==> src/design/mem_pkg.sv <==
// ~~~~~~~~~~~~~~~~~~~~~~~~~~~~~~~~~~~~~~~~~~~~~~~~~~~~~~~~~~~~~~~~~~~~~
// DDR and AXI geometry for a 256-bit bus with fixed 16-beat INCR bursts
// ~~~~~~~~~~~~~~~~~~~~~~~~~~~~~~~~~~~~~~~~~~~~~~~~~~~~~~~~~~~~~~~~~~~~~
`default_nettype none

package mem_pkg;

    localparam int unsigned ADDR_W    = 15 + 3 + 10;   // row + bank + column
    localparam int unsigned DATA_W    = 256;
    localparam int unsigned STRB_W    = 32;            // one strobe per byte
    localparam int unsigned BURST_LEN = 16;
    localparam int unsigned ADDR_STEP = 128;           // controller addresses per burst

    localparam logic [3:0] AW_LEN        = 4'd15;      // BURST_LEN - 1
    localparam logic [2:0] AW_SIZE       = 3'd5;       // 32 bytes per beat
    localparam logic [1:0] AW_BURST_INCR = 2'b01;

    typedef logic [ADDR_W-1:0] addr_t;
    typedef logic [DATA_W-1:0] data_t;
    typedef logic [3:0]        beat_t;

endpackage

`default_nettype wire

==> src/design/chan_pkg.sv <==
// ~~~~~~~~~~~~~~~~~~~~~~~~~~~~~~~~~~~~~~~~~~~~~~~~~~~~~~~~~~~~~~~~~~~~~
// four channels, each owning two frame slots in one contiguous region
// ~~~~~~~~~~~~~~~~~~~~~~~~~~~~~~~~~~~~~~~~~~~~~~~~~~~~~~~~~~~~~~~~~~~~~
`default_nettype none

package chan_pkg;

    localparam int unsigned NUM_CH       = 4;
    localparam int unsigned FRAME_OFFSET = 30000;
    localparam int unsigned CH_REGION    = 2 * FRAME_OFFSET;   // two slots per channel

    typedef logic [1:0]        ch_t;
    typedef logic [NUM_CH-1:0] ch_mask_t;

    typedef enum logic [1:0] {
        PAUSE = 2'd0,   // parked at rotation boundary
        SCAN  = 2'd1,
        ADDR  = 2'd2,
        DATA  = 2'd3
    } sched_state_t;

endpackage

`default_nettype wire

==> src/design/sched_if.sv <==
// ~~~~~~~~~~~~~~~~~~~~~~~~~~~~~~~~~~~~~~~~~~~~~~~~~~~~~~~~~~~~~~~~~~~~~
// grant and burst progress pulses, one burst in flight at a time
// ~~~~~~~~~~~~~~~~~~~~~~~~~~~~~~~~~~~~~~~~~~~~~~~~~~~~~~~~~~~~~~~~~~~~~
`timescale 1ns/1ps
`default_nettype none

interface sched_if
    import chan_pkg::*;
();

    ch_t  ch_sel;       // held until burst_done
    logic addr_start;
    logic aw_done;
    logic burst_done;

    modport sched (output ch_sel, output addr_start, input aw_done, input burst_done);
    modport addr  (input ch_sel, input addr_start, output aw_done);
    modport data  (input ch_sel, input aw_done, output burst_done);

endinterface

`default_nettype wire

==> src/design/frame_tracker.sv <==
// ~~~~~~~~~~~~~~~~~~~~~~~~~~~~~~~~~~~~~~~~~~~~~~~~~~~~~~~~~~~~~~~~~~~~~
// vsync may be asynchronous; outputs lag its rise by two clock edges
// ~~~~~~~~~~~~~~~~~~~~~~~~~~~~~~~~~~~~~~~~~~~~~~~~~~~~~~~~~~~~~~~~~~~~~
`timescale 1ns/1ps
`default_nettype none

module frame_tracker
    import chan_pkg::*;
(
    input  wire logic clk,
    input  wire logic rst,
    input  ch_mask_t  vsync,
    output ch_mask_t  armed,
    output ch_mask_t  frame_sel,
    output ch_mask_t  new_frame
);

    ch_mask_t vs_s1;
    ch_mask_t vs_s2;
    ch_mask_t vs_rise;

    assign vs_rise = vs_s1 & ~vs_s2;

    always_ff @(posedge clk or negedge rst) begin
        if (!rst) begin
            vs_s1     <= '0;
            vs_s2     <= '0;
            armed     <= '0;
            frame_sel <= '0;
            new_frame <= '0;
        end else begin
            vs_s1     <= vsync;
            vs_s2     <= vs_s1;
            new_frame <= vs_rise;
            armed     <= armed | vs_rise;
            // first edge lands on slot 0, then ping-pong
            frame_sel <= (frame_sel ^ (vs_rise & armed)) & (armed | ~vs_rise);
        end
    end

    a_frame_pulse: assert property (@(posedge clk) disable iff (!rst)
        ~|(new_frame & $past(new_frame)));

endmodule

`default_nettype wire

==> src/design/burst_scheduler.sv <==
// ~~~~~~~~~~~~~~~~~~~~~~~~~~~~~~~~~~~~~~~~~~~~~~~~~~~~~~~~~~~~~~~~~~~~~
// round robin, one channel looked at per cycle; starts parked in PAUSE
// processing_wait is only honoured at the end of a full rotation
// ~~~~~~~~~~~~~~~~~~~~~~~~~~~~~~~~~~~~~~~~~~~~~~~~~~~~~~~~~~~~~~~~~~~~~
`timescale 1ns/1ps
`default_nettype none

module burst_scheduler
    import chan_pkg::*;
(
    input  wire logic clk,
    input  wire logic rst,
    input  ch_mask_t  armed,
    input  ch_mask_t  rready,
    input  wire logic processing_wait,
    output logic      wait_proceed,
    sched_if.sched    sif
);

    sched_state_t state;
    ch_t          idx;
    logic         last_ch;
    logic         take;
    logic         step;     // move on to the next index

    assign last_ch    = (idx == ch_t'(NUM_CH - 1));
    assign take       = armed[idx] && rready[idx];
    assign step       = ((state == SCAN) && !take) || ((state == DATA) && sif.burst_done);
    assign sif.ch_sel = idx;

    always_ff @(posedge clk or negedge rst) begin
        if (!rst) begin
            state          <= PAUSE;
            sif.addr_start <= 1'b0;
        end else begin
            sif.addr_start <= 1'b0;
            case (state)
                PAUSE: begin
                    if (!processing_wait)
                        state <= SCAN;
                end
                SCAN: begin
                    if (take) begin
                        state          <= ADDR;
                        sif.addr_start <= 1'b1;
                    end
                end
                ADDR: begin
                    if (sif.aw_done)
                        state <= DATA;
                end
                default: ;  // DATA leaves through step
            endcase
            if (step)
                state <= (last_ch && processing_wait) ? PAUSE : SCAN;
        end
    end

    always_ff @(posedge clk or negedge rst) begin
        if (!rst)
            idx <= '0;
        else if (step)
            idx <= last_ch ? ch_t'(0) : idx + ch_t'(1);
    end

    always_ff @(posedge clk or negedge rst) begin
        if (!rst)
            wait_proceed <= 1'b0;
        else
            wait_proceed <= (state == PAUSE) && processing_wait;
    end

    // grant must hold while the other two engines work on it
    a_grant_hold: assert property (@(posedge clk) disable iff (!rst)
        (state inside {ADDR, DATA}) |-> $stable(sif.ch_sel));

endmodule

`default_nettype wire

==> src/design/burst_addr_gen.sv <==
// ~~~~~~~~~~~~~~~~~~~~~~~~~~~~~~~~~~~~~~~~~~~~~~~~~~~~~~~~~~~~~~~~~~~~~
// line offsets are not bounded; a frame must fit inside its slot
// ~~~~~~~~~~~~~~~~~~~~~~~~~~~~~~~~~~~~~~~~~~~~~~~~~~~~~~~~~~~~~~~~~~~~~
`timescale 1ns/1ps
`default_nettype none

module burst_addr_gen
    import mem_pkg::*;
    import chan_pkg::*;
(
    input  wire logic clk,
    input  wire logic rst,
    input  ch_mask_t  new_frame,
    input  ch_mask_t  frame_sel,
    sched_if.addr     sif,
    output addr_t     awaddr,
    output logic      awvalid,
    input  wire logic awready
);

    addr_t line_off [NUM_CH];
    addr_t cur_off;
    addr_t slot_off;
    logic  aw_hs;

    assign aw_hs       = awvalid && awready;
    assign sif.aw_done = aw_hs;

    // a frame restart in the same cycle already counts as offset zero
    assign cur_off  = new_frame[sif.ch_sel] ? '0 : line_off[sif.ch_sel];
    assign slot_off = frame_sel[sif.ch_sel] ? addr_t'(FRAME_OFFSET) : '0;

    always_ff @(posedge clk or negedge rst) begin
        if (!rst) begin
            for (int i = 0; i < NUM_CH; i++)
                line_off[i] <= '0;
        end else begin
            for (int i = 0; i < NUM_CH; i++) begin
                if (new_frame[i])
                    line_off[i] <= '0;
                else if (aw_hs && (sif.ch_sel == ch_t'(i)))
                    line_off[i] <= line_off[i] + addr_t'(ADDR_STEP);
            end
        end
    end

    always_ff @(posedge clk or negedge rst) begin
        if (!rst)
            awvalid <= 1'b0;
        else if (sif.addr_start)
            awvalid <= 1'b1;
        else if (awready)
            awvalid <= 1'b0;
    end

    always_ff @(posedge clk) begin
        if (sif.addr_start)
            awaddr <= addr_t'(CH_REGION) * addr_t'(sif.ch_sel) + slot_off + cur_off;
    end

    a_aw_stable: assert property (@(posedge clk) disable iff (!rst)
        (awvalid && !awready) |=> $stable(awaddr));

endmodule

`default_nettype wire

==> src/design/burst_data_path.sv <==
// ~~~~~~~~~~~~~~~~~~~~~~~~~~~~~~~~~~~~~~~~~~~~~~~~~~~~~~~~~~~~~~~~~~~~~
// wdata and rd_en are combinational; buffers must be show-ahead
// ~~~~~~~~~~~~~~~~~~~~~~~~~~~~~~~~~~~~~~~~~~~~~~~~~~~~~~~~~~~~~~~~~~~~~
`timescale 1ns/1ps
`default_nettype none

module burst_data_path
    import mem_pkg::*;
    import chan_pkg::*;
(
    input  wire logic clk,
    input  wire logic rst,
    sched_if.data     sif,
    input  data_t     ch_data [NUM_CH],
    output ch_mask_t  rd_en,
    output data_t     wdata,
    output logic      wvalid,
    output logic      wlast,
    input  wire logic wready
);

    beat_t beat;
    logic  w_hs;

    assign w_hs           = wvalid && wready;
    assign sif.burst_done = w_hs && wlast;
    assign wdata          = ch_data[sif.ch_sel];
    assign rd_en          = w_hs ? (ch_mask_t'(1) << sif.ch_sel) : '0;   // granted buffer only

    always_ff @(posedge clk or negedge rst) begin
        if (!rst) begin
            wvalid <= 1'b0;
            wlast  <= 1'b0;
            beat   <= '0;
        end else if (sif.aw_done) begin
            wvalid <= 1'b1;
            wlast  <= 1'b0;
            beat   <= '0;
        end else if (w_hs) begin
            if (wlast) begin
                wvalid <= 1'b0;
                wlast  <= 1'b0;
            end else begin
                beat  <= beat + beat_t'(1);
                wlast <= (beat == beat_t'(BURST_LEN - 2));   // next beat is the last
            end
        end
    end

    a_wlast_valid: assert property (@(posedge clk) disable iff (!rst)
        wlast |-> wvalid);

endmodule

`default_nettype wire

==> src/design/buf_to_ddr_writer.sv <==
// ~~~~~~~~~~~~~~~~~~~~~~~~~~~~~~~~~~~~~~~~~~~~~~~~~~~~~~~~~~~~~~~~~~~~~
// AW and W only; write responses are accepted and ignored (bready high)
// ~~~~~~~~~~~~~~~~~~~~~~~~~~~~~~~~~~~~~~~~~~~~~~~~~~~~~~~~~~~~~~~~~~~~~
`timescale 1ns/1ps
`default_nettype none

module buf_to_ddr_writer
    import mem_pkg::*;
    import chan_pkg::*;
(
    input  wire logic         clk,
    input  wire logic         rst,
    input  ch_mask_t          ch_vsync,
    input  ch_mask_t          ch_rready,
    input  data_t             ch_data [NUM_CH],
    output ch_mask_t          ch_rd_en,
    input  wire logic         processing_wait,
    output logic              wait_proceed,
    output addr_t             axi_awaddr,
    output logic [3:0]        axi_awid,
    output logic [3:0]        axi_awlen,
    output logic [2:0]        axi_awsize,
    output logic [1:0]        axi_awburst,
    output logic              axi_awvalid,
    input  wire logic         axi_awready,
    output data_t             axi_wdata,
    output logic [STRB_W-1:0] axi_wstrb,
    output logic              axi_wlast,
    output logic              axi_wvalid,
    input  wire logic         axi_wready,
    output logic              axi_bready
);

    ch_mask_t armed;
    ch_mask_t frame_sel;
    ch_mask_t new_frame;

    sched_if sif ();

    assign axi_awid    = 4'd0;
    assign axi_awlen   = AW_LEN;
    assign axi_awsize  = AW_SIZE;
    assign axi_awburst = AW_BURST_INCR;
    assign axi_wstrb   = {STRB_W{1'b1}};   // full beats only
    assign axi_bready  = 1'b1;

    frame_tracker u_frame_tracker (
        .clk       (clk),
        .rst       (rst),
        .vsync     (ch_vsync),
        .armed     (armed),
        .frame_sel (frame_sel),
        .new_frame (new_frame)
    );

    burst_scheduler u_burst_scheduler (
        .clk             (clk),
        .rst             (rst),
        .armed           (armed),
        .rready          (ch_rready),
        .processing_wait (processing_wait),
        .wait_proceed    (wait_proceed),
        .sif             (sif.sched)
    );

    burst_addr_gen u_burst_addr_gen (
        .clk       (clk),
        .rst       (rst),
        .new_frame (new_frame),
        .frame_sel (frame_sel),
        .sif       (sif.addr),
        .awaddr    (axi_awaddr),
        .awvalid   (axi_awvalid),
        .awready   (axi_awready)
    );

    burst_data_path u_burst_data_path (
        .clk     (clk),
        .rst     (rst),
        .sif     (sif.data),
        .ch_data (ch_data),
        .rd_en   (ch_rd_en),
        .wdata   (axi_wdata),
        .wvalid  (axi_wvalid),
        .wlast   (axi_wlast),
        .wready  (axi_wready)
    );

endmodule

`default_nettype wire

==> config.mk <==
export PLATFORM = sky130hd
export DESIGN_NAME = buf_to_ddr_writer
export DESIGN_NICKNAME = d
export VERILOG_FILES = /design/src/design/mem_pkg.sv /design/src/design/chan_pkg.sv /design/src/design/sched_if.sv /design/src/design/frame_tracker.sv /design/src/design/burst_scheduler.sv /design/src/design/burst_addr_gen.sv /design/src/design/burst_data_path.sv /design/src/design/buf_to_ddr_writer.sv
export SDC_FILE = /design/constraint.sdc
export NUM_CORES = 1
export LEC_CHECK = 0
export ABC_CLOCK_PERIOD_IN_PS = 6500
export BUFFER_PORTS_ARGS = -buffer_cell sky130_fd_sc_hd__buf_4
export CAP_MARGIN = 10
export CORE_AREA = 2 2 530 532
export CTS_BUF_LIST = sky130_fd_sc_hd__clkbuf_4 sky130_fd_sc_hd__clkbuf_8 sky130_fd_sc_hd__clkbuf_16
export DETAILED_ROUTE_END_ITERATION = 10
export DIE_AREA = 0 0 532 534
export HOLD_SLACK_MARGIN = 0.03
export PLACE_DENSITY_LB_ADDON = 0.3
export RECOVER_POWER = 50
export SKIP_LAST_GASP = 1
export SLEW_MARGIN = 20
export SYNTH_ARGS = -nofsm -noshare
export SYNTH_HDL_FRONTEND = slang
export SYNTH_SLANG_ARGS = --single-unit
==> constraint.sdc <==
create_clock -name clk -period 6.5 [get_ports clk]
set_input_delay 0.325 -clock clk [delete_from_list [all_inputs] [get_ports clk]]
set_output_delay 0.325 -clock clk [all_outputs]
set_load 0.02 [all_outputs]
== Yosys cells after proc, flatten, opt, wreduce, memory -nomap -nowiden ==
Index checks and enable logic that the tools add are counted.

* Bits in latches: 0
* Bits in read-only memories: 0
* Memories: 0
* Word-level logic and storage cells: 122
* Bits in registers: 173
* Bits in writable memories: 0
* Output and inout port bits: 338
* Input bits: 1,037

* Magnitude comparators: 2
* Add/sub/neg operators: 8
* Bitwise operators: 9
* Mux-type cells: 45
* Equal/unequal tests: 11
* Multiply operators: 1
* Reductions and logical operators: 27
* Shift operators: 1
* Div/mod/pow operators: 0

{| class="wikitable"
|+ Operators by type and width
! operator !! number
|-
| 256-bit binary-select mux with 2-bit select || 1
|-
| 256-bit two-way mux || 2
|-
| 28-bit two-way mux || 11
|-
| 28-bit by 8-bit adder with 28-bit output (second input constant) || 4
|-
| 28-bit binary-select mux with 2-bit select || 1
|-
| 18-bit by 28-bit adder with 28-bit output || 1
|-
| 28-bit adder || 1
|-
| 4-bit two-way mux || 4
|-
| 1-bit two-way mux || 15
|-
| 15-bit two-way mux || 1
|-
| 2-bit nonzero test || 7
|-
| 11-bit by 2-bit multiplier with 13-bit output (first input constant) || 1
|-
| 4-bit bitwise AND || 3
|-
| 1-bit logical AND || 12
|-
| 2-bit two-way mux || 5
|-
| 1-bit binary-select mux with 2-bit select || 4
|-
| 2-bit equality test (second input constant) || 4
|-
| 4-bit inverter || 2
|-
| 4-bit bitwise OR || 2
|-
| 3-bit by 1-bit inequality test with 1-bit output (second input constant) || 2
|-
| 2-bit case mux with 3 select lines || 1
|-
| 4-bit by 1-bit adder with 4-bit output (second input constant) || 1
|-
| 2-bit by 1-bit equality test with 1-bit output (second input constant) || 2
|-
| 4-bit equality test (second input constant) || 1
|-
| 14 further kinds || 16
|}

== Depth between registers and ports, before layout ==
Gate-level depths: netlist of run 1.

* Depth in word-level cells: 8
* Gate-level depth with buffers: 16

== Cells and area by module ==
From an unflattened synthesis of run 1, not the netlist that was laid out.

* Cells, all modules: 1,111
* Area total of the unflattened synthesis: 14,614.0 sq um

{| class="wikitable"
|+ Modules (own cells, without submodules)
! module !! cells each !! sequential area each (sq um) !! times used !! area an instance (sq um)
|-
| burst_addr_gen || 640 || 2,877.8 || 1 || 6,618.8
|-
| burst_data_path || 348 || 150.1 || 1 || 6,517.5
|-
| frame_tracker || 36 || 500.5 || 1 || 665.6
|-
| burst_scheduler || 39 || 150.1 || 1 || 459.2
|-
| buf_to_ddr_writer || 48 || 0.0 || 1 || 352.8
|}

== Least setup slack after synthesis of run 1 ==
OpenSTA, ideal clock, no wires.

* Path type: register -> register
* From: reg u_burst_scheduler.idx[0], in the netlist u_burst_scheduler.sif.ch_sel[0]
* To: reg u_burst_addr_gen.awaddr[20] (data pin)
* Arrival time: 3.900 ns
* Buffers on the path: 4
* Setup slack: 2.336 ns
* Cell stages (with the launch flop): 16
* Period minus slack after synthesis: 4.164 ns
* Path through: dfrtp_1 > buf_6 > buf_4 > buf_2 > buf_4 > mux4_2 > inv_1 > fa_1 > inv_1 > ha_1 > nand2_1 > o21ai_0 > or3_1 > o221ai_1 > a21boi_0 > mux2i_1

* Word-level cells in the longest chain between the ends: 6
* Elaborated cells between the ends (all ways): 13
* Classes of those cells: add/sub (2); mul (1); mux (9); bitwise (1)

{| class="wikitable"
|+ RTL lines
! element !! RTL line !! text
|-
| start: declaration || burst_scheduler.sv:21 || <nowiki>ch_t idx;</nowiki>
|-
| start signal: assignment || burst_scheduler.sv:63 || <nowiki>idx <= last_ch ? ch_t'(0) : idx + ch_t'(1);</nowiki>
|-
| parallel branches: the longest is 5 deep, another holds 18-bit by 28-bit adder with 28-bit output || - ||
|-
| 28-bit adder * || burst_addr_gen.sv:58 || <nowiki>awaddr <= addr_t'(CH_REGION) * addr_t'(sif.ch_sel) + slot_off + cur_off;</nowiki>
|-
| end signal: assignment || burst_addr_gen.sv:58 ||
|-
| end: declaration || burst_addr_gen.sv:16 || <nowiki>output addr_t awaddr,</nowiki>
|}

Mark *: on every way between the ends. The select of a mux whose other input is x is not followed.
A chain may end at the register's enable or synchronous reset.

== Final worst setup path of run 1 ==
* From: reg u_burst_scheduler.idx[1], in the netlist u_burst_scheduler.sif.ch_sel[1]
* To: reg u_burst_addr_gen.awaddr[20] (data pin)

Same word-level chain as after synthesis.

==> metrics.txt, run 1 <==
# TYPE chip_impl_metric gauge
chip_impl_metric{name="ioPinCount",unit=""} 1375
chip_impl_info{name="endpoint_kind_of_the_worst_setup_timing_path",value="flip-flop"} 1
chip_impl_metric{name="timing.reg2reg.setup_slack",unit="ns"} 1.54
chip_impl_metric{name="dieWidth",unit="um"} 532
chip_impl_info{name="timing_worst_setup_path_type",value="flip-flop to flip-flop"} 1
chip_impl_metric{name="grt_start_max_net_pins",unit=""} 65
chip_impl_metric{name="place.detailed.hpwl",unit="um"} 177000
chip_impl_metric{name="max-clock-path-buffers",unit=""} 2
chip_impl_metric{name="synth_edf_count",unit=""} 25
chip_impl_metric{name="die_area",unit="um2"} 284000
chip_impl_info{name="rsz_0062_raised_after_global_routing",value="false"} 1
chip_impl_info{name="worst_setup_path_startpoint",value="u_burst_scheduler.sif.ch_sel[1]$_DFFE_PN0N_"} 1
chip_impl_metric{name="worst_ep_required_time",unit="ns"} 6.69
chip_impl_metric{name="final_layout_size_suffix_gt1_frac",unit=""} 0.671
chip_impl_metric{name="insertion_delay",unit="ns"} 0.45
chip_impl_metric{name="p_leak",unit="nW"} 11.9
chip_impl_metric{name="globalRouteOverflowTotal",unit=""} 0
chip_impl_metric{name="detail_route.iter0.violations",unit=""} 1095
chip_impl_info{name="dominantRegCellSynth",value="dfrtp_1"} 1
chip_impl_metric{name="period_needed",unit="ns"} 4.96
chip_impl_metric{name="cts_max_level",unit=""} 4
chip_impl_info{name="worst_hold_path_type",value="input pin to flip-flop"} 1
chip_impl_metric{name="globalRouteMet3Util",unit=""} 0.0422
chip_impl_metric{name="share_clk_of_total_power",unit=""} 0.105
chip_impl_metric{name="clock.fmax",unit="MHz"} 202
chip_impl_metric{name="regArea",unit="um2"} 3680
chip_impl_metric{name="synthArstFlopShare",unit=""} 0.824
chip_impl_metric{name="vias_per_cell",unit=""} 2.77
chip_impl_info{name="critical_path.startpoint_type",value="flip-flop"} 1
chip_impl_info{name="run_status",value="complete, but fails checks"} 1
chip_impl_metric{name="routability_congestion_estimate",unit=""} 0.989
chip_impl_metric{name="cells_after_synthesis",unit=""} 1119
chip_impl_metric{name="place.port_buffers",unit=""} 1328
chip_impl_info{name="critical_path.most_common_cell",value="ha_1"} 1
chip_impl_metric{name="cts-buffers-inserted",unit=""} 17
chip_impl_metric{name="number_of_synthesized_register_bits",unit=""} 142
chip_impl_metric{name="post_synth_num_cell_types",unit=""} 55
chip_impl_metric{name="placed_cell_area",unit="um2"} 28600
chip_impl_metric{name="period_share",unit=""} 0.763
chip_impl_info{name="synth.largest_area_cell",value="mux4_2"} 1
chip_impl_metric{name="finalSetupViolations",unit=""} 0
chip_impl_info{name="synth_area_leaders",value="mux4_2, dfrtp_1, edfxtp_1"} 1
chip_impl_metric{name="critical_path_peak_fanout",unit=""} 50
chip_impl_metric{name="cts_post_setup_buffers_inserted",unit=""} 0
chip_impl_metric{name="seq_power_share",unit=""} 0.125
chip_impl_metric{name="ys_seq_area_frac",unit=""} 0.256
chip_impl_metric{name="arrival",unit="ns"} 5.15
chip_impl_metric{name="wire_per_inst",unit="um"} 30.6
chip_impl_info{name="rr_endpoint",value="u_burst_addr_gen.awaddr[20]$_DFFE_PP_"} 1
chip_impl_metric{name="total_net_switching_power",unit="W"} 0.00481
chip_impl_metric{name="synth.cell_area",unit="um2"} 14300
chip_impl_metric{name="drc",unit=""} 0
chip_impl_metric{name="syn_area_per_cell",unit="um2"} 12.8
chip_impl_metric{name="total_neg_setup_slack",unit="ns"} 0
chip_impl_metric{name="largest_vdd_supply_drop",unit="V"} 0.000180
chip_impl_metric{name="area_growth",unit="%"} 103
chip_impl_metric{name="num_vias",unit=""} 17100
chip_impl_metric{name="first_global_vias",unit=""} 17300
chip_impl_metric{name="yosysTopAreaCellShare",unit=""} 0.435
chip_impl_info{name="cts_root_buffer",value="clkbuf_16"} 1
chip_impl_metric{name="netSwitchingFraction",unit=""} 0.492
chip_impl_metric{name="finish.instance_area",unit="um2"} 29200
chip_impl_metric{name="fillerInstances",unit=""} 32100
chip_impl_info{name="worst_path_max_delay_cell",value="dfrtp_1"} 1
chip_impl_metric{name="drt_pass1_iterations",unit=""} 7
chip_impl_metric{name="slew_headroom",unit=""} -1.49
chip_impl_metric{name="postRouteWirelength",unit="um"} 189000
chip_impl_metric{name="nets",unit=""} 3494
chip_impl_metric{name="multi_input_area",unit="um2"} 9980
chip_impl_info{name="path_cells",value="buf_4 -> mux4_2 -> and2_1 -> ha_1 -> ha_1 -> a21oi_1 -> nand2_1 -> or3_1 -> o221ai_1 -> a21boi_0 -> mux2i_1"} 1
chip_impl_metric{name="initial_utilization",unit=""} 0.0515
chip_impl_metric{name="p_int",unit="W"} 0.00497
chip_impl_info{name="regToRegStartpoint",value="u_burst_scheduler.sif.ch_sel[1]$_DFFE_PN0N_"} 1
chip_impl_metric{name="grt.met1_usage",unit=""} 0.168
chip_impl_metric{name="design.core.area",unit="um2"} 278000
chip_impl_metric{name="reg_clk_slew_reported_paths",unit="ns"} 0.06
chip_impl_metric{name="fp-row-count",unit=""} 194
chip_impl_metric{name="grt_antenna_before_repair",unit=""} 186
chip_impl_metric{name="finalHoldWorstSlack",unit="ns"} 0.209
chip_impl_metric{name="final-max-slew-violation-count",unit=""} 151
chip_impl_metric{name="cap_violations",unit=""} 3
chip_impl_info{name="timing.critical_path.to",value="u_burst_addr_gen.awaddr[20]$_DFFE_PP_"} 1
chip_impl_info{name="failing_checks",value="max-capacitance violations, max-slew violations"} 1
chip_impl_metric{name="grt_util_all_layers",unit=""} 0.127
chip_impl_metric{name="comb_power_share",unit=""} 0.770
chip_impl_metric{name="tightestPinTransition",unit="ns"} 3.74
chip_impl_metric{name="cellPowerDensity",unit="nW/um2"} 336
chip_impl_metric{name="grt.met2_usage",unit=""} 0.197
chip_impl_metric{name="worst_path_largest_cell_delay",unit="ns"} 1.23
chip_impl_metric{name="first_pass_grt_wire_length",unit="um"} 227000
chip_impl_metric{name="final_hold_viol_count",unit=""} 0
chip_impl_metric{name="yosys_warnings",unit=""} 0
chip_impl_metric{name="chipHeight",unit="um"} 534
chip_impl_metric{name="number_of_clock_sinks_seen_by_cts",unit=""} 142
chip_impl_metric{name="ant_nets",unit=""} 0
chip_impl_metric{name="fin_worst_skew",unit="ns"} 0.0144
chip_impl_metric{name="timing.reg2reg.worst_path_depth",unit=""} 11
chip_impl_info{name="busiest_layer",value="met2"} 1
chip_impl_info{name="tritoncts",value="yes"} 1
-- how the worst min path moves through the flow --
stage / start / endpoint / cells after the start
5_1_grt: processing_wait / u_burst_scheduler.wait_proceed$_DFF_PN0_ / 2
3_5_place_dp: u_frame_tracker.vs_s1[2]$_DFF_PN0_ / u_frame_tracker.vs_s2[2]$_DFF_PN0_ / 0
2_1_floorplan: rst / u_burst_addr_gen.awvalid$_DFFE_PN0P_ / 0
3_3_place_gp: u_frame_tracker.vs_s1[0]$_DFF_PN0_ / u_frame_tracker.vs_s2[0]$_DFF_PN0_ / 0
4_1_cts: processing_wait / u_burst_scheduler.wait_proceed$_DFF_PN0_ / 2
6_report: processing_wait / u_burst_scheduler.wait_proceed$_DFF_PN0_ / 2
-- per-stage QoR --
step	setup slack (ns)	std cells	total power (W)	util
after floorplan	2.34	1167	0.00546	-
after CTS	1.95	6147	0.0101	0.105
after detailed placement	2.12	6110	0.00900	0.103
after global placement	2.13	6110	0.00904	0.103
after global routing	0.960	6160	0.0103	0.104
final	1.54	6195	0.00979	0.105
-- layout by cell type (no fill, tap or decap), types with 3 or more instances in the layout --
cell type      count
nand2_1           69
clkinv_4           4
nand4_1           20
xor2_1            52
conb_1            50
or3_1              9
a21oi_1           29
a21boi_0           4
dlygate4sd3_1      5
and2_0             3
inv_1             31
and2_1            13
edfxtp_1          25
dfrtp_1          116
nand2b_1          10
clkbuf_1          45
clkbuf_16         18
buf_4           1296
fa_1               7
diode_2           48
nor4_1             3
or2_2              6
clkbuf_4           6
mux4_2           277
a21o_1             6
o211ai_1           3
nand3_1           30
and3_1            29
o21ai_0           20
xnor2_1           38
mux2i_1           10
nor3_1             9
ha_1              40
nor2_1           104
-- final cells by class --
type	instances	share of cell area
Timing Repair Buffer	1352	0.343
Sequential cell	142	0.126
Inverter	31	0.00399
Clock inverter	11	0.00446
Antenna cell	48	0.00412
Multi-Input combinational cell	866	0.342
Tap cell	3724	0.160
Clock buffer	21	0.0164
-- sequential cells by signal (all words and copies together) (netlist names) --
register                          count
u_burst_addr_gen.line_off            84
u_burst_data_path.wlast               1
u_frame_tracker.vs_s1                 4
u_burst_addr_gen.awaddr              25
u_frame_tracker.armed                 4
u_burst_scheduler.wait_proceed        1
u_burst_data_path.beat                4
u_frame_tracker.vs_s2                 4
u_burst_scheduler.sif.ch_sel          2
u_burst_scheduler.state               2
u_frame_tracker.frame_sel             4
u_burst_scheduler.sif.addr_start      1
u_burst_data_path.wvalid              1
u_frame_tracker.new_frame             4
u_burst_addr_gen.awvalid              1
-- worst max-delay path, delay by kind of cell, from the launching register on --
family	cells	cell delay (ns)
flops	1	1.23
compound gates	3	0.84
fa+ha+maj	2	0.64
simple gates	3	0.61
buf+inv	1	0.80
mux	2	0.57
-- power groups by stage --
stage               logic [W]  clock network [W]  registers (W)
finish                0.00753            0.00103        0.00123
global route          0.00796            0.00110        0.00125
CTS                   0.00776            0.00106        0.00123
detailed placement    0.00775                  0        0.00125
global placement      0.00779                  0        0.00125
floorplan             0.00421                  0        0.00125
-- synthesized netlist by cell type, drive strengths merged, types with 3 or more instances --
library cell / number
o211ai: 3
buf: 98
or2: 6
edfxtp: 25
dfrtp: 117
nor2: 104
mux4: 278
nor4: 3
a21o: 6
and2: 16
inv: 31
nor3: 9
fa: 7
a21oi: 30
mux2i: 10
and3: 29
clkbuf: 30
ha: 40
o21ai: 21
xnor2: 38
nand4: 20
nand3: 31
and4: 3
nand2b: 10
xor2: 52
nand2: 69
or3: 9
a21boi: 5
-- what timing repair did --
item	in CTS	in global routing
hold buffers	5	0
hold endpoints to repair	7	0
gates resized for setup	0	0
-- kinds of logic after synthesis --
logic type      synth area share
simple gates               0.105
mux                        0.444
buf+inv                   0.0591
flops                      0.256
xor+xnor                  0.0550
compound gates            0.0352
fa+ha+maj                 0.0447
other cells             0.000524
-- routing by layer --
metal | up-vias | routed length [um] | part of all wire
met1 | 8658 | 84000 | 0.44
met5 | - | 312 | 0.0016
met2 | 1255 | 83400 | 0.44
met3 | 219 | 15400 | 0.081
li1 | 6967 | - | -
met4 | 48 | 6430 | 0.034
Note: power is estimated with default switching activity, not from simulation.
==> inputs of run 2 (changes only) <==
--- a/config.mk
+++ b/config.mk
@@ -5,13 +5,13 @@
 export SDC_FILE = /design/constraint.sdc
 export NUM_CORES = 1
 export LEC_CHECK = 0
-export ABC_CLOCK_PERIOD_IN_PS = 6500
+export ABC_CLOCK_PERIOD_IN_PS = 4320
 export BUFFER_PORTS_ARGS = -buffer_cell sky130_fd_sc_hd__buf_4
 export CAP_MARGIN = 10
-export CORE_AREA = 2 2 530 532
+export CORE_AREA = 2 2 532 534
 export CTS_BUF_LIST = sky130_fd_sc_hd__clkbuf_4 sky130_fd_sc_hd__clkbuf_8 sky130_fd_sc_hd__clkbuf_16
 export DETAILED_ROUTE_END_ITERATION = 10
-export DIE_AREA = 0 0 532 534
+export DIE_AREA = 0 0 534 536
 export HOLD_SLACK_MARGIN = 0.03
 export PLACE_DENSITY_LB_ADDON = 0.3
 export RECOVER_POWER = 50
==> constraint.sdc (replaced) <==
create_clock -name clk -period 4.32 [get_ports clk]
set_input_delay 0.216 -clock clk [delete_from_list [all_inputs] [get_ports clk]]
set_output_delay 0.216 -clock clk [all_outputs]
set_load 0.02 [all_outputs]
==> metrics.txt, run 2 (synthesized netlist as in run 1, its figures left out) <==
# TYPE chip_impl_metric gauge
chip_impl_metric{name="detail_route.iter0.violations",unit=""} 1251
chip_impl_metric{name="arrival",unit="ns"} 4.23
chip_impl_metric{name="insertion_delay",unit="ns"} 0.47
chip_impl_metric{name="area_growth",unit="%"} 103
chip_impl_metric{name="critical_path_peak_fanout",unit=""} 14
chip_impl_metric{name="fp-row-count",unit=""} 195
chip_impl_metric{name="grt_start_max_net_pins",unit=""} 113
chip_impl_metric{name="cts-hold-fix-buffers",unit=""} 5
chip_impl_info{name="tritoncts",value="yes"} 1
chip_impl_metric{name="critPathBufInv",unit=""} 2
chip_impl_metric{name="ant_nets",unit=""} 0
chip_impl_metric{name="number_of_clock_sinks_seen_by_cts",unit=""} 142
chip_impl_info{name="rsz_0062_raised_after_global_routing",value="false"} 1
chip_impl_metric{name="dieWidth",unit="um"} 534
chip_impl_metric{name="initial_utilization",unit=""} 0.0511
chip_impl_metric{name="drt_pass1_iterations",unit=""} 5
chip_impl_metric{name="tightestPinTransition",unit="ns"} 2.92
chip_impl_metric{name="cts_post_setup_buffers_inserted",unit=""} 0
chip_impl_metric{name="final_layout_size_suffix_gt1_frac",unit=""} 0.666
chip_impl_info{name="mostFrequentLayoutCells",value="buf_4, mux4_2, dfrtp_1, nor2_1, nand2_1"} 1
chip_impl_metric{name="period_needed",unit="ns"} 3.92
chip_impl_info{name="endpoint_kind_of_the_worst_setup_timing_path",value="flip-flop"} 1
chip_impl_metric{name="p_leak",unit="nW"} 11.9
chip_impl_info{name="run_status",value="complete, but fails checks"} 1
chip_impl_metric{name="clock.fmax",unit="MHz"} 255
chip_impl_metric{name="cts-buffers-inserted",unit=""} 17
chip_impl_metric{name="chipHeight",unit="um"} 536
chip_impl_metric{name="worst_path_largest_cell_delay",unit="ns"} 0.68
chip_impl_metric{name="largest_reg_flops",unit=""} 84
chip_impl_metric{name="first_pass_grt_wire_length",unit="um"} 221000
chip_impl_metric{name="largest_vdd_supply_drop",unit="V"} 0.000447
chip_impl_metric{name="fillerInstances",unit=""} 32400
chip_impl_metric{name="final-max-slew-violation-count",unit=""} 82
chip_impl_info{name="failing_checks",value="max-capacitance violations, max-slew violations"} 1
chip_impl_info{name="path_cells",value="mux4_2 -> inv_1 -> fa_1 -> inv_1 -> ha_1 -> a21oi_1 -> o21ai_1 -> a21oi_1 -> a211oi_4 -> or4b_1 -> o21ai_0"} 1
chip_impl_metric{name="finalSetupViolations",unit=""} 0
chip_impl_metric{name="fin_worst_skew",unit="ns"} 0.0143
chip_impl_metric{name="routability_congestion_estimate",unit=""} 0.956
chip_impl_info{name="critPathTopFamily",value="compound AO/OA/AOI/OAI gates"} 1
chip_impl_info{name="cts_root_buffer",value="clkbuf_16"} 1
chip_impl_info{name="registers.top_by_ff_count",value="u_burst_addr_gen.line_off"} 1
chip_impl_metric{name="final_hold_viol_count",unit=""} 0
chip_impl_metric{name="ioPinCount",unit=""} 1375
chip_impl_metric{name="cellPowerDensity",unit="nW/um2"} 513
chip_impl_info{name="worst_path_max_delay_cell",value="mux4_2"} 1
chip_impl_metric{name="place.port_buffers",unit=""} 1328
chip_impl_info{name="reg_top3",value="u_burst_addr_gen.line_off x84, u_burst_addr_gen.awaddr x25"} 1
chip_impl_metric{name="grt_antenna_before_repair",unit=""} 180
chip_impl_metric{name="drc",unit=""} 0
chip_impl_info{name="layout_commonest_cell",value="buf_4"} 1
chip_impl_metric{name="final-instance-count-excl-fill",unit=""} 6206
chip_impl_metric{name="vias_per_cell",unit=""} 2.79
chip_impl_metric{name="num_vias",unit=""} 17300
chip_impl_metric{name="slew_headroom",unit=""} -0.945
chip_impl_metric{name="cts_repair_resize_count",unit=""} 0
chip_impl_metric{name="placedCellCount",unit=""} 6130
chip_impl_metric{name="max-clock-path-buffers",unit=""} 2
chip_impl_metric{name="first_global_vias",unit=""} 17200
chip_impl_metric{name="reg_clk_slew_reported_paths",unit="ns"} 0.07
chip_impl_info{name="critical_path.startpoint_type",value="flip-flop"} 1
chip_impl_metric{name="nets",unit=""} 3495
chip_impl_metric{name="globalRouteOverflowTotal",unit=""} 0
chip_impl_metric{name="wire_per_inst",unit="um"} 30.0
chip_impl_metric{name="total_neg_setup_slack",unit="ns"} 0
chip_impl_metric{name="die_area",unit="um2"} 286000
chip_impl_metric{name="grt_util_all_layers",unit=""} 0.124
chip_impl_metric{name="worst_ep_required_time",unit="ns"} 4.63
chip_impl_metric{name="postRouteWirelength",unit="um"} 186000
chip_impl_info{name="timing_worst_setup_path_type",value="flip-flop to flip-flop"} 1
chip_impl_metric{name="period_share",unit=""} 0.907
chip_impl_metric{name="design.core.area",unit="um2"} 281000
chip_impl_metric{name="place.detailed.hpwl",unit="um"} 173000
chip_impl_metric{name="cts_max_level",unit=""} 4
chip_impl_metric{name="cap_violations",unit=""} 3
chip_impl_info{name="worst_hold_path_type",value="input pin to flip-flop"} 1
[run 2: changes by cell type in the layout (fill, tap and decap cells not counted), sizes merged]
cell | before | now
clkbuf | 72 | 88
clkinv | 6 | 3
buf | 1296 | 1281
diode | 48 | 39
inv | 33 | 35
bufinv | 2 | 3
[run 2: final timing paths]
check / cells past startpoint / slack [ns] / from / end
max: 11 / 0.40 / u_burst_scheduler.sif.ch_sel[0]$_DFFE_PN0N_ / u_burst_addr_gen.awaddr[25]$_DFFE_PP_
max in group asynchronous: 3 / 0.84 / rst / u_burst_addr_gen.line_off[81]$_DFFE_PN0N_
min in group asynchronous: 2 / 1.21 / rst / u_frame_tracker.vs_s1[0]$_DFF_PN0_
max reg2reg: 11 / 0.40 / u_burst_scheduler.sif.ch_sel[0]$_DFFE_PN0N_ / u_burst_addr_gen.awaddr[25]$_DFFE_PP_
min: 3 / 0.08 / axi_awready / u_burst_addr_gen.awvalid$_DFFE_PN0P_
min reg2reg: 0 / 0.45 / u_frame_tracker.vs_s1[2]$_DFF_PN0_ / u_frame_tracker.vs_s2[2]$_DFF_PN0_
[run 2: where the power goes]
| part | internal, W | switching (W) | leakage, nW | total, W |
|---|---|---|---|---|
| clock | 0.000967 | 0.000660 | 0.309 | 0.00163 |
| combinational | 0.00491 | 0.00656 | 9.76 | 0.0115 |
| sequential | 0.00163 | 0.000231 | 1.80 | 0.00186 |
| total | 0.00751 | 0.00745 | 11.9 | 0.0150 |
[run 2: layer usage]
| metal | part of all wire | global-route usage | up-vias | wire, um |
|---|---|---|---|---|
| met5 | 0.0013 | 0.00400 | - | 251 |
| met4 | 0.027 | 0.0264 | 40 | 4960 |
| met3 | 0.099 | 0.0477 | 254 | 18400 |
| met2 | 0.44 | 0.191 | 1361 | 81900 |
| met1 | 0.43 | 0.161 | 8678 | 80900 |
| li1 | - | - | 6951 | - |
[run 2: area by class of cell]
| class | instances | area, um2 | area share |
|---|---|---|---|
| Clock buffer | 21 | 474 | 0.0163 |
| Tap cell | 3743 | 4680 | 0.160 |
| Inverter | 31 | 116 | 0.00399 |
| Timing Repair Buffer | 1353 | 9990 | 0.342 |
| Antenna cell | 39 | 97.6 | 0.00334 |
| Multi-Input combinational cell | 866 | 9980 | 0.342 |
| Sequential cell | 142 | 3690 | 0.126 |
| Clock inverter | 11 | 155 | 0.00532 |
[run 2: worst register-to-register path: stages, from the launching register on]
cell and delay, ns:
dfrtp_4 0.59, mux4_2 0.69, inv_1 0.23, fa_1 0.46
inv_1 0.07, ha_1 0.24, a21oi_1 0.13, o21ai_1 0.16
a21oi_1 0.13, a211oi_4 0.47, or4b_1 0.49, o21ai_0 0.10
[run 2: through the flow]
step                utilization  power, W  setup slack [ns]  cell area, um2  hold WS, ns
CTS                       0.104    0.0153             0.409           29300       0.0376
global route              0.104    0.0156             0.204           29100       0.0605
global placement          0.102    0.0137             0.435           28700        0.277
detailed placement        0.102    0.0137             0.432           28700        0.278
floorplan                     -   0.00822             0.156           14500      -0.0796
finish                    0.104    0.0150             0.402           29200       0.0784
